$ cat src/hdl/qos_admit_pkg.sv
// qos admission types, class encoding and default sizing
package qos_admit_pkg;

    // request field widths
    typedef logic [3:0]  qos_t;
    typedef logic [6:0]  srcid_t;
    typedef logic [11:0] txnid_t;

    // pool class of a request, an entry or a grant
    typedef enum logic [1:0] {
        CLASS_NONE = 2'd0,
        CLASS_LOW  = 2'd1,
        CLASS_HIGH = 2'd2
    } qos_class_e;

    // qos at or above this value is high class
    localparam qos_t QOS_HIGH_MIN = 4'd8;

    // qos carried by a credit grant
    localparam qos_t GRANT_QOS_HIGH = 4'd15;
    localparam qos_t GRANT_QOS_LOW  = 4'd0;

    // decoded request fields
    typedef struct packed {
        srcid_t srcid;
        txnid_t txnid;
        qos_t   qos;
        logic   allow_retry;
    } qos_req_t;

    typedef struct packed {
        srcid_t     srcid;
        txnid_t     txnid;
        qos_t       qos;
        qos_class_e pcrd_class;
    } retry_ack_t;

    // no source id, any requester of the class may use it
    typedef struct packed {
        qos_t       qos;
        qos_class_e pcrd_class;
    } pcrd_grant_t;

    // default sizing
    localparam int DEF_HIGH_POOL    = 2;
    localparam int DEF_LOW_POOL     = 2;
    localparam int DEF_LOW2HIGH_MAX = 2;
    localparam int DEF_QUEUE_DEPTH  = 4;

endpackage

$ cat src/hdl/resp_queue.sv
// synchronous fifo for outgoing retry acks and credit grants, consumer pops on valid
`timescale 1ns/100ps

module resp_queue #(
    parameter int WIDTH = 8,
    parameter int DEPTH = 4
) (
    input  logic             clk,
    input  logic             rst,
    input  logic             push,
    input  logic [WIDTH-1:0] data_in,
    input  logic             pop,
    output logic             valid,
    output logic [WIDTH-1:0] data_out
);

    localparam int PTR_W = (DEPTH > 1) ? $clog2(DEPTH) : 1;
    localparam int CNT_W = $clog2(DEPTH + 1);

    logic [WIDTH-1:0] mem [DEPTH];
    logic [PTR_W-1:0] wr_ptr;
    logic [PTR_W-1:0] rd_ptr;
    logic [CNT_W-1:0] count;
    logic             full;
    logic             do_push;
    logic             do_pop;

    function automatic logic [PTR_W-1:0] ptr_inc(logic [PTR_W-1:0] ptr);
        if (ptr == PTR_W'(DEPTH - 1)) begin
            return '0;
        end
        return ptr + 1'b1;
    endfunction

    assign full     = count == CNT_W'(DEPTH);
    assign valid    = count != '0;
    assign do_pop   = pop & valid;
    // full queue takes a push only when the head leaves at the same edge
    assign do_push  = push & (~full | do_pop);
    assign data_out = mem[rd_ptr];

    always_ff @(posedge clk) begin
        if (do_push) begin
            mem[wr_ptr] <= data_in;
        end
    end

    always_ff @(posedge clk or posedge rst) begin
        if (rst) begin
            wr_ptr <= '0;
            rd_ptr <= '0;
            count  <= '0;
        end else begin
            if (do_push) begin
                wr_ptr <= ptr_inc(wr_ptr);
            end
            if (do_pop) begin
                rd_ptr <= ptr_inc(rd_ptr);
            end
            if (do_push && !do_pop) begin
                count <= count + 1'b1;
            end else if (do_pop && !do_push) begin
                count <= count - 1'b1;
            end
        end
    end

    assert property (@(posedge clk) disable iff (rst) push && full |-> pop)
        else $error("push into full queue dropped");

    // stalled consumer sees a steady head
    assert property (@(posedge clk) disable iff (rst) valid && !pop |=> valid && $stable(data_out))
        else $error("queue head changed while not popped");

endmodule

$ cat src/hdl/admission_ctrl.sv
// request classification, pool occupancy counters and allocate-or-retry decision
`timescale 1ns/100ps

module admission_ctrl
    import qos_admit_pkg::*;
#(
    parameter int HIGH_POOL = DEF_HIGH_POOL,
    parameter int LOW_POOL  = DEF_LOW_POOL
) (
    input  logic       clk,
    input  logic       rst,
    input  logic       req_valid,
    input  qos_req_t   req,
    input  logic       retire_valid,
    input  qos_class_e retire_class,
    input  qos_class_e grant_class,
    output logic       alloc_valid,
    output qos_req_t   alloc_req,
    output logic       dyn_alloc,
    output logic       static_alloc,
    output qos_class_e alloc_class,
    output logic       retry_push,
    output qos_class_e retry_class,
    output retry_ack_t retry_ack_data
);

    localparam int MAX_POOL = (HIGH_POOL > LOW_POOL) ? HIGH_POOL : LOW_POOL;
    localparam int CNT_W    = $clog2(MAX_POOL + 1);

    typedef logic [CNT_W-1:0] pool_cnt_t;

    pool_cnt_t  high_cnt;
    pool_cnt_t  low_cnt;
    pool_cnt_t  high_cnt_ns;
    pool_cnt_t  low_cnt_ns;
    logic       high_full;
    logic       low_full;
    logic       is_high;
    logic       req_dyn;
    logic       take_high;
    logic       take_low;
    logic       high_dec;
    logic       low_dec;
    qos_class_e req_class;

    function automatic pool_cnt_t cnt_next(pool_cnt_t cnt, logic inc, logic dec);
        if (inc && !dec) begin
            return cnt + 1'b1;
        end
        if (dec && !inc) begin
            return cnt - 1'b1;
        end
        return cnt;
    endfunction

    assign is_high = req.qos >= QOS_HIGH_MIN;
    assign req_dyn = req_valid & req.allow_retry;

    // high class borrows from the low pool, never the other way
    assign take_high = req_dyn & is_high & ~high_full;
    assign take_low  = req_dyn & ~take_high & ~low_full;

    assign dyn_alloc    = take_high | take_low;
    assign static_alloc = req_valid & ~req.allow_retry;
    assign alloc_valid  = dyn_alloc | static_alloc;
    assign alloc_req    = alloc_valid ? req : '0;
    assign retry_push   = req_dyn & ~dyn_alloc;

    always_comb begin
        req_class   = is_high ? CLASS_HIGH : CLASS_LOW;
        alloc_class = CLASS_NONE;
        retry_class = CLASS_NONE;
        if (take_high) begin
            alloc_class = CLASS_HIGH;
        end else if (take_low) begin
            alloc_class = CLASS_LOW;
        end
        if (retry_push) begin
            retry_class = req_class;
        end
    end

    always_comb begin
        retry_ack_data.srcid      = req.srcid;
        retry_ack_data.txnid      = req.txnid;
        retry_ack_data.qos        = req.qos;
        retry_ack_data.pcrd_class = req_class;
    end

    // a granted slot stays counted in its pool
    assign high_dec = retire_valid && grant_class == CLASS_NONE && retire_class == CLASS_HIGH;
    assign low_dec  = retire_valid && grant_class == CLASS_NONE && retire_class == CLASS_LOW;

    assign high_cnt_ns = cnt_next(high_cnt, take_high, high_dec);
    assign low_cnt_ns  = cnt_next(low_cnt, take_low, low_dec);

    always_ff @(posedge clk or posedge rst) begin
        if (rst) begin
            high_cnt  <= '0;
            low_cnt   <= '0;
            high_full <= 1'b0;
            low_full  <= 1'b0;
        end else begin
            high_cnt  <= high_cnt_ns;
            low_cnt   <= low_cnt_ns;
            high_full <= high_cnt_ns == pool_cnt_t'(HIGH_POOL);
            low_full  <= low_cnt_ns == pool_cnt_t'(LOW_POOL);
        end
    end

    // retired entry class must agree with what this pool counted
    assert property (@(posedge clk) disable iff (rst)
        !(high_dec && high_cnt == '0) && !(low_dec && low_cnt == '0))
        else $error("pool counter underflow on retire");

endmodule

$ cat src/hdl/tracker_entry_table.sv
// tracker entry state with valid, reserved and pool class per entry and lowest-index pick
`timescale 1ns/100ps

module tracker_entry_table
    import qos_admit_pkg::*;
#(
    parameter int  ENTRY_NUM = DEF_HIGH_POOL + DEF_LOW_POOL,
    localparam int IDX_W     = (ENTRY_NUM > 1) ? $clog2(ENTRY_NUM) : 1
) (
    input  logic             clk,
    input  logic             rst,
    input  logic             dyn_alloc,
    input  logic             static_alloc,
    input  qos_class_e       alloc_class,
    input  logic             retire_valid,
    input  logic [IDX_W-1:0] retire_idx,
    input  qos_class_e       grant_class,
    output logic [IDX_W-1:0] alloc_idx,
    output qos_class_e       retire_class
);

    logic [ENTRY_NUM-1:0] entry_valid;
    logic [ENTRY_NUM-1:0] entry_rsvd;
    logic [ENTRY_NUM-1:0] free_vec;
    logic [ENTRY_NUM-1:0] rsvd_vec;
    logic [IDX_W-1:0]     free_idx;
    logic [IDX_W-1:0]     rsvd_idx;
    logic                 alloc_en;
    qos_class_e           pool_class [ENTRY_NUM];

    function automatic logic [IDX_W-1:0] lowest_set(logic [ENTRY_NUM-1:0] vec);
        logic [IDX_W-1:0] idx;
        idx = '0;
        for (int i = ENTRY_NUM - 1; i >= 0; i--) begin
            if (vec[i]) begin
                idx = IDX_W'(i);
            end
        end
        return idx;
    endfunction

    // free for dynamic use, or held for a granted static request
    assign free_vec = ~entry_valid & ~entry_rsvd;
    assign rsvd_vec = ~entry_valid & entry_rsvd;

    assign free_idx = lowest_set(free_vec);
    assign rsvd_idx = lowest_set(rsvd_vec);

    assign alloc_en     = dyn_alloc | static_alloc;
    assign alloc_idx    = static_alloc ? rsvd_idx : free_idx;
    assign retire_class = pool_class[retire_idx];

    for (genvar i = 0; i < ENTRY_NUM; i++) begin : g_entry
        logic alloc_hit;
        logic retire_hit;

        assign alloc_hit  = alloc_en && alloc_idx == IDX_W'(i);
        assign retire_hit = retire_valid && retire_idx == IDX_W'(i);

        always_ff @(posedge clk or posedge rst) begin
            if (rst) begin
                entry_valid[i] <= 1'b0;
                entry_rsvd[i]  <= 1'b0;
                pool_class[i]  <= CLASS_NONE;
            end else begin
                if (alloc_hit) begin
                    entry_valid[i] <= 1'b1;
                    entry_rsvd[i]  <= 1'b0;
                end else if (retire_hit) begin
                    entry_valid[i] <= 1'b0;
                    // granted slot is kept for the class that got the credit
                    entry_rsvd[i]  <= grant_class != CLASS_NONE;
                end
                // static reuse keeps the pool the slot was counted in
                if (alloc_hit && dyn_alloc) begin
                    pool_class[i] <= alloc_class;
                end
            end
        end
    end

    // pool counters in admission_ctrl must never promise more than the table holds
    assert property (@(posedge clk) disable iff (rst) dyn_alloc |-> |free_vec)
        else $error("dynamic allocation with no free entry");

    assert property (@(posedge clk) disable iff (rst) static_alloc |-> |rsvd_vec)
        else $error("static allocation with no reserved entry");

endmodule

$ cat src/hdl/credit_grant_arbiter.sv
// pending retry counts, low class starvation counter and credit grant choice on retire
`timescale 1ns/100ps

module credit_grant_arbiter
    import qos_admit_pkg::*;
#(
    parameter int LOW2HIGH_MAX = DEF_LOW2HIGH_MAX
) (
    input  logic        clk,
    input  logic        rst,
    input  logic        retry_push,
    input  qos_class_e  retry_class,
    input  logic        retire_valid,
    input  qos_class_e  retire_class,
    output qos_class_e  grant_class,
    output logic        grant_push,
    output pcrd_grant_t grant_data
);

    localparam int PEND_W = 8;
    localparam int WAIT_W = (LOW2HIGH_MAX > 0) ? $clog2(LOW2HIGH_MAX + 1) : 1;

    typedef logic [PEND_W-1:0] pend_t;

    pend_t             high_pend;
    pend_t             low_pend;
    logic [WAIT_W-1:0] wait_cnt;
    logic              high_nz;
    logic              low_nz;
    logic              wait_inc;
    logic              wait_clr;
    logic              high_inc;
    logic              low_inc;
    logic              high_dec;
    logic              low_dec;

    function automatic pend_t pend_next(pend_t cnt, logic inc, logic dec);
        if (inc && !dec) begin
            return cnt + 1'b1;
        end
        if (dec && !inc) begin
            return cnt - 1'b1;
        end
        return cnt;
    endfunction

    assign high_nz = high_pend != '0;
    assign low_nz  = low_pend != '0;

    always_comb begin
        grant_class = CLASS_NONE;
        wait_inc    = 1'b0;
        wait_clr    = 1'b0;
        if (retire_valid && retire_class == CLASS_HIGH) begin
            if (high_nz) begin
                grant_class = CLASS_HIGH;
            end
        end else if (retire_valid && retire_class == CLASS_LOW) begin
            // low wins once it has lost often enough
            if (low_nz && (wait_cnt >= WAIT_W'(LOW2HIGH_MAX) || !high_nz)) begin
                grant_class = CLASS_LOW;
                wait_clr    = 1'b1;
            end else if (high_nz) begin
                grant_class = CLASS_HIGH;
                wait_inc    = low_nz;
            end
        end
    end

    assign grant_push            = grant_class != CLASS_NONE;
    assign grant_data.qos        = (grant_class == CLASS_HIGH) ? GRANT_QOS_HIGH : GRANT_QOS_LOW;
    assign grant_data.pcrd_class = grant_class;

    assign high_inc = retry_push && retry_class == CLASS_HIGH;
    assign low_inc  = retry_push && retry_class == CLASS_LOW;
    assign high_dec = grant_class == CLASS_HIGH;
    assign low_dec  = grant_class == CLASS_LOW;

    always_ff @(posedge clk or posedge rst) begin
        if (rst) begin
            high_pend <= '0;
            low_pend  <= '0;
            wait_cnt  <= '0;
        end else begin
            high_pend <= pend_next(high_pend, high_inc, high_dec);
            low_pend  <= pend_next(low_pend, low_inc, low_dec);
            if (wait_clr) begin
                wait_cnt <= '0;
            end else if (wait_inc && wait_cnt != WAIT_W'(LOW2HIGH_MAX)) begin
                wait_cnt <= wait_cnt + 1'b1;
            end
        end
    end

    // outstanding retries must fit the pending counters
    assert property (@(posedge clk) disable iff (rst)
        !(high_inc && !high_dec && high_pend == '1)
        && !(low_inc && !low_dec && low_pend == '1))
        else $error("pending retry count overflow");

endmodule

$ cat src/hdl/qos_admit_top.sv
// qos admission top, joins admission control, entry table, grant arbiter and response queues
`timescale 1ns/100ps

module qos_admit_top
    import qos_admit_pkg::*;
#(
    parameter int  HIGH_POOL    = DEF_HIGH_POOL,
    parameter int  LOW_POOL     = DEF_LOW_POOL,
    parameter int  LOW2HIGH_MAX = DEF_LOW2HIGH_MAX,
    parameter int  QUEUE_DEPTH  = DEF_QUEUE_DEPTH,
    localparam int ENTRY_NUM    = HIGH_POOL + LOW_POOL,
    localparam int IDX_W        = (ENTRY_NUM > 1) ? $clog2(ENTRY_NUM) : 1
) (
    input  logic             clk,
    input  logic             rst,
    input  logic             req_valid,
    input  qos_req_t         req,
    input  logic             retire_valid,
    input  logic [IDX_W-1:0] retire_idx,
    input  logic             retry_ack_pop,
    input  logic             grant_pop,
    output logic             alloc_valid,
    output logic [IDX_W-1:0] alloc_idx,
    output qos_req_t         alloc_req,
    output logic             retry_ack_valid,
    output retry_ack_t       retry_ack,
    output logic             grant_valid,
    output pcrd_grant_t      grant
);

    logic        dyn_alloc;
    logic        static_alloc;
    qos_class_e  alloc_class;
    qos_class_e  retire_class;
    logic        retry_push;
    qos_class_e  retry_class;
    retry_ack_t  retry_ack_data;
    qos_class_e  grant_class;
    logic        grant_push;
    pcrd_grant_t grant_data;

    admission_ctrl #(
        .HIGH_POOL (HIGH_POOL),
        .LOW_POOL  (LOW_POOL)
    ) u_admission_ctrl (
        .clk            (clk),
        .rst            (rst),
        .req_valid      (req_valid),
        .req            (req),
        .retire_valid   (retire_valid),
        .retire_class   (retire_class),
        .grant_class    (grant_class),
        .alloc_valid    (alloc_valid),
        .alloc_req      (alloc_req),
        .dyn_alloc      (dyn_alloc),
        .static_alloc   (static_alloc),
        .alloc_class    (alloc_class),
        .retry_push     (retry_push),
        .retry_class    (retry_class),
        .retry_ack_data (retry_ack_data)
    );

    tracker_entry_table #(
        .ENTRY_NUM (ENTRY_NUM)
    ) u_tracker_entry_table (
        .clk          (clk),
        .rst          (rst),
        .dyn_alloc    (dyn_alloc),
        .static_alloc (static_alloc),
        .alloc_class  (alloc_class),
        .retire_valid (retire_valid),
        .retire_idx   (retire_idx),
        .grant_class  (grant_class),
        .alloc_idx    (alloc_idx),
        .retire_class (retire_class)
    );

    credit_grant_arbiter #(
        .LOW2HIGH_MAX (LOW2HIGH_MAX)
    ) u_credit_grant_arbiter (
        .clk          (clk),
        .rst          (rst),
        .retry_push   (retry_push),
        .retry_class  (retry_class),
        .retire_valid (retire_valid),
        .retire_class (retire_class),
        .grant_class  (grant_class),
        .grant_push   (grant_push),
        .grant_data   (grant_data)
    );

    resp_queue #(
        .WIDTH ($bits(retry_ack_t)),
        .DEPTH (QUEUE_DEPTH)
    ) u_retry_ack_q (
        .clk      (clk),
        .rst      (rst),
        .push     (retry_push),
        .data_in  (retry_ack_data),
        .pop      (retry_ack_pop),
        .valid    (retry_ack_valid),
        .data_out (retry_ack)
    );

    resp_queue #(
        .WIDTH ($bits(pcrd_grant_t)),
        .DEPTH (QUEUE_DEPTH)
    ) u_grant_q (
        .clk      (clk),
        .rst      (rst),
        .push     (grant_push),
        .data_in  (grant_data),
        .pop      (grant_pop),
        .valid    (grant_valid),
        .data_out (grant)
    );

endmodule

$ cat config.mk
export PLATFORM = sky130hd
export DESIGN_NAME = qos_admit_top
export DESIGN_NICKNAME = d
export VERILOG_FILES = /design/src/hdl/qos_admit_pkg.sv /design/src/hdl/resp_queue.sv /design/src/hdl/admission_ctrl.sv /design/src/hdl/tracker_entry_table.sv /design/src/hdl/credit_grant_arbiter.sv /design/src/hdl/qos_admit_top.sv
export SDC_FILE = /design/constraint.sdc
export NUM_CORES = 1
export LEC_CHECK = 0
export ABC_CLOCK_PERIOD_IN_PS = 2900
export BUFFER_PORTS_ARGS = -buffer_cell sky130_fd_sc_hd__buf_2
export CAP_MARGIN = 40
export CORE_MARGIN = 2
export CORE_UTILIZATION = 40
export DETAILED_ROUTE_END_ITERATION = 6
export PLACE_DENSITY_LB_ADDON = 0.12
export SKIP_LAST_GASP = 1
export SLEW_MARGIN = 20
export SYNTH_ARGS = -nofsm -noshare
export SYNTH_HDL_FRONTEND = slang
export SYNTH_HIERARCHICAL = 1
export SYNTH_SLANG_ARGS = --single-unit
$ cat constraint.sdc
create_clock -name clk -period 2.9 [get_ports clk]
set_clock_uncertainty 0.2 [all_clocks]
set_input_delay 0.58 -clock clk [delete_from_list [all_inputs] [get_ports clk]]
set_output_delay 0.58 -clock clk [all_outputs]
set_load 0.05 [all_outputs]
After elaboration in Yosys (flattened, before gate mapping)
Memories as Yosys holds them, arrays and structs flattened.
Index checks and enable logic that the tools add are counted.
Storage, ports and cells
  register bits after elaboration: 54
  RAM bits: 124
  bits of input ports: 32
  logic and storage cells: 258
  memories: 2
Operators by class
  add/subtract/negate cells: 17
  order comparisons: 3
  equality and inequality tests: 21
  mux-type cells: 99
  bitwise gates (word level): 27
  reduce and logical (&&, ||, !) cells: 64
Memory list
  u_retry_ack_q.mem: words 4, bits a word 25, rd ports 1, clocked after memory_dff 0, wr ports 1, line resp_queue.sv:20  | logic [WIDTH-1:0] mem [DEPTH];
  u_grant_q.mem: words 4, bits a word 6, rd ports 1, clocked after memory_dff 0, wr ports 1, line resp_queue.sv:20
Operators with widths (number)
  two-way mux 2 bit: 36
  two-way mux 8 bit: 8
  two-way mux 1 bit: 48
  logical AND 1 bit: 33
  == test 2 bit (second input constant): 13
  two-way mux 24 bit: 1
  nonzero test 2 bit: 10
  adder 8 x 1 -> 8 bit (second input constant): 2
  nonzero test 8 bit: 2
  subtractor 8 x 1 -> 8 bit (second input constant): 2
  adder 2 x 1 -> 2 bit (second input constant): 7
  logical NOT 1 bit: 13
  two-way mux 3 bit: 4
  bitwise AND 1 bit: 11
  == test 2 x 1 -> 1 bit (second input constant): 5
  bitwise AND 4 bit: 2
  inverter 4 bit: 2
  inverter 1 bit: 7
  adder 3 x 1 -> 3 bit (second input constant): 2
  == test 3 bit (second input constant): 2
  logical NOT 2 bit: 3
  nonzero test 3 bit: 2
  subtractor 3 x 1 -> 3 bit (second input constant): 2
  binary-select mux 2 bit (select 2 bit): 1
  9 further kinds: 13

Depth between registers and ports, before layout
  word-level depth: 18
  gate-level depth with buffers: 13
  depth with buffers taken out: 13

Hierarchy
Netlist, hierarchy kept.
By module, submodules not included
  resp_queue (u_retry_ack_q): instances 1, cells an instance 168, area an instance 4057.6 sq um, seq. area each 3178.0 sq um
  credit_grant_arbiter: instances 1, cells an instance 139, area an instance 1340.0 sq um, seq. area each 450.4 sq um
  resp_queue (u_grant_q): instances 1, cells an instance 69, area an instance 1316.3 sq um, seq. area each 895.9 sq um
  tracker_entry_table: instances 1, cells an instance 81, area an instance 924.6 sq um, seq. area each 400.4 sq um
  admission_ctrl: instances 1, cells an instance 99, area an instance 790.8 sq um, seq. area each 150.1 sq um

Least setup slack after synthesis
Ideal clock, no wire load.
  kind: input to register
  start: in retire_idx[0]
  end: reg u_credit_grant_arbiter.low_pend[5]
  library setup time: 0.079 ns
  arrival time: 3.067 ns
  path slack: -0.446 ns
  cell stages on the path: 9
  path buffers: 0
  path through: mux4_2 -> and3b_1 -> o41ai_4 -> nand2b_1 -> ha_1 -> or4b_4 -> or4_4 -> a21oi_2 -> xor2_1
Between the ends
  word-level cells in the longest chain between the ends: 13
RTL lines
  start: declaration: line qos_admit_top.sv:19  | input logic [IDX_W-1:0] retire_idx,
  inverter 2 -> 3 bit (not written as such) *: line tracker_entry_table.sv:51  | assign retire_class = pool_class[retire_idx];
  binary-select mux 2 bit (select 2 bit) *: line tracker_entry_table.sv:51
  two-way mux 2 bit (not written as such) * (2 in a row): line tracker_entry_table.sv:51
  == test 2 x 1 -> 1 bit: line credit_grant_arbiter.sv:58  | end else if (retire_valid && retire_class == CLASS_LOW) begin
  logical AND 1 bit: line credit_grant_arbiter.sv:58
  two-way mux 2 bit: line credit_grant_arbiter.sv:58
  two-way mux 2 bit *: line credit_grant_arbiter.sv:54  | if (retire_valid && retire_class == CLASS_HIGH) begin
  == test 2 x 1 -> 1 bit *: line credit_grant_arbiter.sv:77  | assign low_dec = grant_class == CLASS_LOW;
  logical AND 1 bit or logical NOT 1 bit (tied branches): line credit_grant_arbiter.sv:41, credit_grant_arbiter.sv:38
  two-way mux 8 bit, or another cell as far along: line credit_grant_arbiter.sv:41  | if (dec && !inc) begin
  two-way mux 8 bit, or another cell as far along: line credit_grant_arbiter.sv:44  | return cnt;
  two-way mux 8 bit or nonzero test 2 bit (tied branches)
  end signal: assignment: line credit_grant_arbiter.sv:86  | low_pend <= pend_next(low_pend, low_inc, low_dec);
  end: declaration: line credit_grant_arbiter.sv:26  | pend_t low_pend;
Mark *: on every way between the ends. The rest lies on a longest branch, timed or not. The select of a mux whose other input is x is not followed.
A chain may end at the register's enable or synchronous reset.

Worst setup path after layout
  start: reg u_credit_grant_arbiter.high_pend[6]
  end: reg u_credit_grant_arbiter.low_pend[5]
Between the ends
  word-level cells in the longest chain between the ends: 12
RTL lines
  start: declaration: line credit_grant_arbiter.sv:25  | pend_t high_pend;
  start signal: assignment: line credit_grant_arbiter.sv:85  | high_pend <= pend_next(high_pend, high_inc, high_dec);
  nonzero test 8 bit *: line credit_grant_arbiter.sv:47  | assign high_nz = high_pend != '0;
  logical NOT 1 bit: line credit_grant_arbiter.sv:60  | if (low_nz && (wait_cnt >= WAIT_W'(LOW2HIGH_MAX) || !high_nz)) begin
  logical OR 1 bit: line credit_grant_arbiter.sv:60
  logical AND 1 bit: line credit_grant_arbiter.sv:60
  two-way mux 2 bit: line credit_grant_arbiter.sv:60
  two-way mux 2 bit: line credit_grant_arbiter.sv:58
  two-way mux 2 bit *: line credit_grant_arbiter.sv:54
  == test 2 x 1 -> 1 bit *: line credit_grant_arbiter.sv:77
  logical AND 1 bit or logical NOT 1 bit (tied branches): line credit_grant_arbiter.sv:41, credit_grant_arbiter.sv:38
  two-way mux 8 bit, or another cell as far along: line credit_grant_arbiter.sv:41
  two-way mux 8 bit, or another cell as far along: line credit_grant_arbiter.sv:44
  two-way mux 8 bit or nonzero test 2 bit (tied branches)
Marked as above.

==> flow_summary_export.csv <==
group,metric,value,unit
die,coreArea,0.0208,sq mm
critical_path,slowest_delay,0.58,ns
timing,hold_slack,0.178,ns
worst_hold_path,holdCritPathClass,"primary input to register",
timing,rsz0062_at_grt,"true",
yosys,synthTopCellsByArea,"edfxtp_1 (44%), dfrtp_1 (16%), mux4_2 (8.8%)",
timing,fin_crit_sh,107,%
yosys,synth_common_cells,"edfxtp_1 (124), dfrtp_1 (54), inv_1 (34), mux4_2 (33), buf_4 (32)",
drt,routed_wl,16.3,mm
yosys,ys_warn_count,6,
clocking,cts_max_level,4,
global_route,globalRouteTotalUtil,15.4,%
yosys,yosysTopAreaCell,"edfxtp_1",
cells_and_area,antenna-diode-count,0,
timing,fin_ws,-0.193,ns
timing,period_minus_slack,3.09,ns
placement,place_area,0.00949,sq mm
global_route,grt.overflow.total,0,
pwr,p_leak,4.16,nW
pwr,max-vdd-ir-drop,0.742,mV
critical_path,startpoint_type,"register",
outcome,status,"finished with violations",
timing,finalSetupTns,-0.976,ns
clocking,clock-sinks,178,
critical_path,arrival,3.24,ns
placement,dp_hpwl,11.2,mm
cells_and_area,syn_to_final_growth,22.9,%
timing,max_slew_margin,59.6,%
yosys,syn_inst,556,
die,rows,53,
yosys,synth-seq-cells,178,
critical_path,worst-path-max-fanout,3,
yosys,synth.top_cell.area_share,44.2,%
critical_path,crit_path_end_kind,"register",
clocking,clockBufferDepth,2,
outcome,violations,"negative setup slack",
timing,setup_violations,9,
pwr,p_per_area,926,mW/mm^2
critical_path,criticalPathCategory,"register to register",
job,drv_cap,0,
yosys,synth-main-ff-cell,"edfxtp_1",
placement,gp_congestion,0.833,
worst_hold_path,holdPathStages,1,
drt,drtIter0Drc,149,
drt,wire_per_inst,16.8,um
clocking,numCtsBuffers,17,
timing,hold_viol,0,
clocking,cts-root-buf,"clkbuf_16",
drt,avgViaCountPerCell,5.01,
critical_path,reg2reg_depth,9,
timing,fmax,323,MHz
cells_and_area,nets,744,
drt,first_pass_iters,4,
die,dieArea,0.0223,sq mm
global_route,antenna_found_initial,0,
die,ios,92,
global_route,grt_pass1_wl,26.1,mm
drt,ant_nets,0,
placement,dp.cells,937,
clocking,cts_tree,"built",
placement,io_buffers,91,
timing,tightest_slew,0.606,ns
yosys,async_flop_share,30.3,%
die,die_w,149,um
yosys,synthesis.nets,612,
cells_and_area,final_cells,975,
global_route,grt_max_degree,26,
cells_and_area,layout-drive-gt1-share,44.6,%
timing,slew_violations,0,
critical_path,slowest_stage,"or4_4",
yosys,yosysUniqueCellTypes,74,
critical_path,worstPathCellList,"or4_4, o41ai_4, buf_4, nand2b_4, ha_4, or4b_4, or4_4, a21oi_2, xor2_1",
yosys,synth_most_common_cell,"edfxtp_1",
yosys,syn_area_per_cell,15.2,sq um
drt,vias,4888,
critical_path,cp_common_cell,"or4_4",
die,start_util,40.5,%
clocking,clk_pin_slew,0.07,ns
critical_path,ff2ff_setup_slack,-0.19,ns
drt,drc,0,
global_route,grt_pass1_vias,5081,
cells_and_area,post-route-cell-area,0.0104,sq mm
die,die_h,149,um
yosys,synth_edf_count,124,
clocking,clk_latency,0.42,ns
yosys,syn_area,0.00843,sq mm
critical_path,cp_data_required_time,3.05,ns
cells_and_area,final_util,49.7,%
yosys,ys_seq_area_share,60.2,%
## stage by stage
step	power [mW]	worst slack, ns
after floorplan	6.25	-0.396
final	9.59	-0.193
after CTS	9.64	-0.197
after global routing	10.1	-0.283
after detailed placement	7.21	-0.548
after global placement	7.13	-0.500
## repair_timing
| action | CTS | global route |
|---|---|---|
| endpoints found under the setup margin | 14 | 19 |
| resized for setup | 19 | 19 |
| hold buffers | 1 | 0 |
| endpoints found under the hold margin | 20 | 0 |
| gates cloned | 0 | 0 |
| pin swaps | 14 | 14 |
| buffers inserted | 2 | 3 |
## state kept, by name, indices dropped and copies added, names as in the netlist, 3 cells and up
name and count:
u_retry_ack_q/mem 100, u_grant_q/mem 24, u_credit_grant_arbiter/high_pend 8, u_credit_grant_arbiter/low_pend 8, u_tracker_entry_table/pool_class 8, u_tracker_entry_table/entry_rsvd 4
u_tracker_entry_table/entry_valid 4, u_grant_q/count 3, u_retry_ack_q/count 3
## layout by cell type (no fill, tap or decap), types with 3 or more instances in the layout
cell type	count
a21o_1	3
a21oi_1	8
a21oi_2	6
and2_1	27
and2_2	4
and3_1	3
buf_12	6
buf_2	91
buf_4	58
buf_6	4
bufinv_16	3
clkbuf_16	17
dfrtp_1	53
edfxtp_1	124
ha_1	17
ha_4	4
inv_1	31
inv_2	4
inv_6	5
mux2_2	14
mux2_4	5
mux2i_1	3
mux4_2	33
nand2_1	17
nand2_2	3
nand2b_1	3
nand2b_4	3
nand3_1	4
nand3b_1	4
nand4_1	6
nor2_1	16
nor2b_1	3
nor3_1	5
o21ai_0	5
o22ai_1	5
or2_2	3
or4_4	5
xnor2_1	12
xor2_1	14
## report_power, final
| group | internal, mW | switching [mW] |
|---|---|---|
| clock network | 1.37 | 0.975 |
| registers | 3.07 | 0.307 |
| logic | 1.56 | 2.32 |
| total | 5.99 | 3.60 |
## critical path, delay by kind of cell (launching register included)
kind / cells / cell delay, ns
flip-flops: 1 / 0.38
adder cells (fa/ha/maj): 1 / 0.16
AO/OA/AOI/OAI: 2 / 0.38
AND/OR/NAND/NOR: 4 / 1.58
buffers and inverters: 1 / 0.18
XOR/XNOR: 1 / 0.15
## routing by layer
layer	part of all wire [%]	vias up	global-route usage, %
li1	-	2304	-
met1	44	2451	18.9
met2	50	112	26.7
met3	3.4	21	2.94
met4	1.9	0	6.33
met5	0	-	0
## kinds of logic (layout without fill, tap and decap cells)
logic type      count (synthesis)  count (layout)  share of synthesized area, %
buf+inv                        84             228                          5.77
compound gates                 53              53                          5.40
fa+ha+maj                      24              24                          3.74
flops                         178             178                          60.2
simple gates                  134             134                          10.1
xor+xnor                       28              28                          2.91
mux                            55              55                          11.9
## worst paths after layout
path,end,from
worst max-delay path,u_credit_grant_arbiter/low_pend[5],u_credit_grant_arbiter/high_pend[6]
worst min-delay path,u_retry_ack_q/mem[0][9],req[8]
worst max register to register,u_credit_grant_arbiter/low_pend[5],u_credit_grant_arbiter/high_pend[6]
worst min register to register,u_tracker_entry_table/pool_class[7],u_tracker_entry_table/pool_class[7]
max in group asynchronous,u_tracker_entry_table/pool_class[6],rst
min in group asynchronous,u_credit_grant_arbiter/low_pend[0],rst
## final cells by class
cell class | count | area, sq um
clock inverters | 14 | 176
clock buffers | 17 | 425
flip-flops and latches | 178 | 5080
fillers | 1796 | 10500
well taps | 275 | 344
repair buffers | 161 | 1080
inverters | 36 | 138
multi-input cells | 294 | 3120
Power figures use the tool's default switching activity.
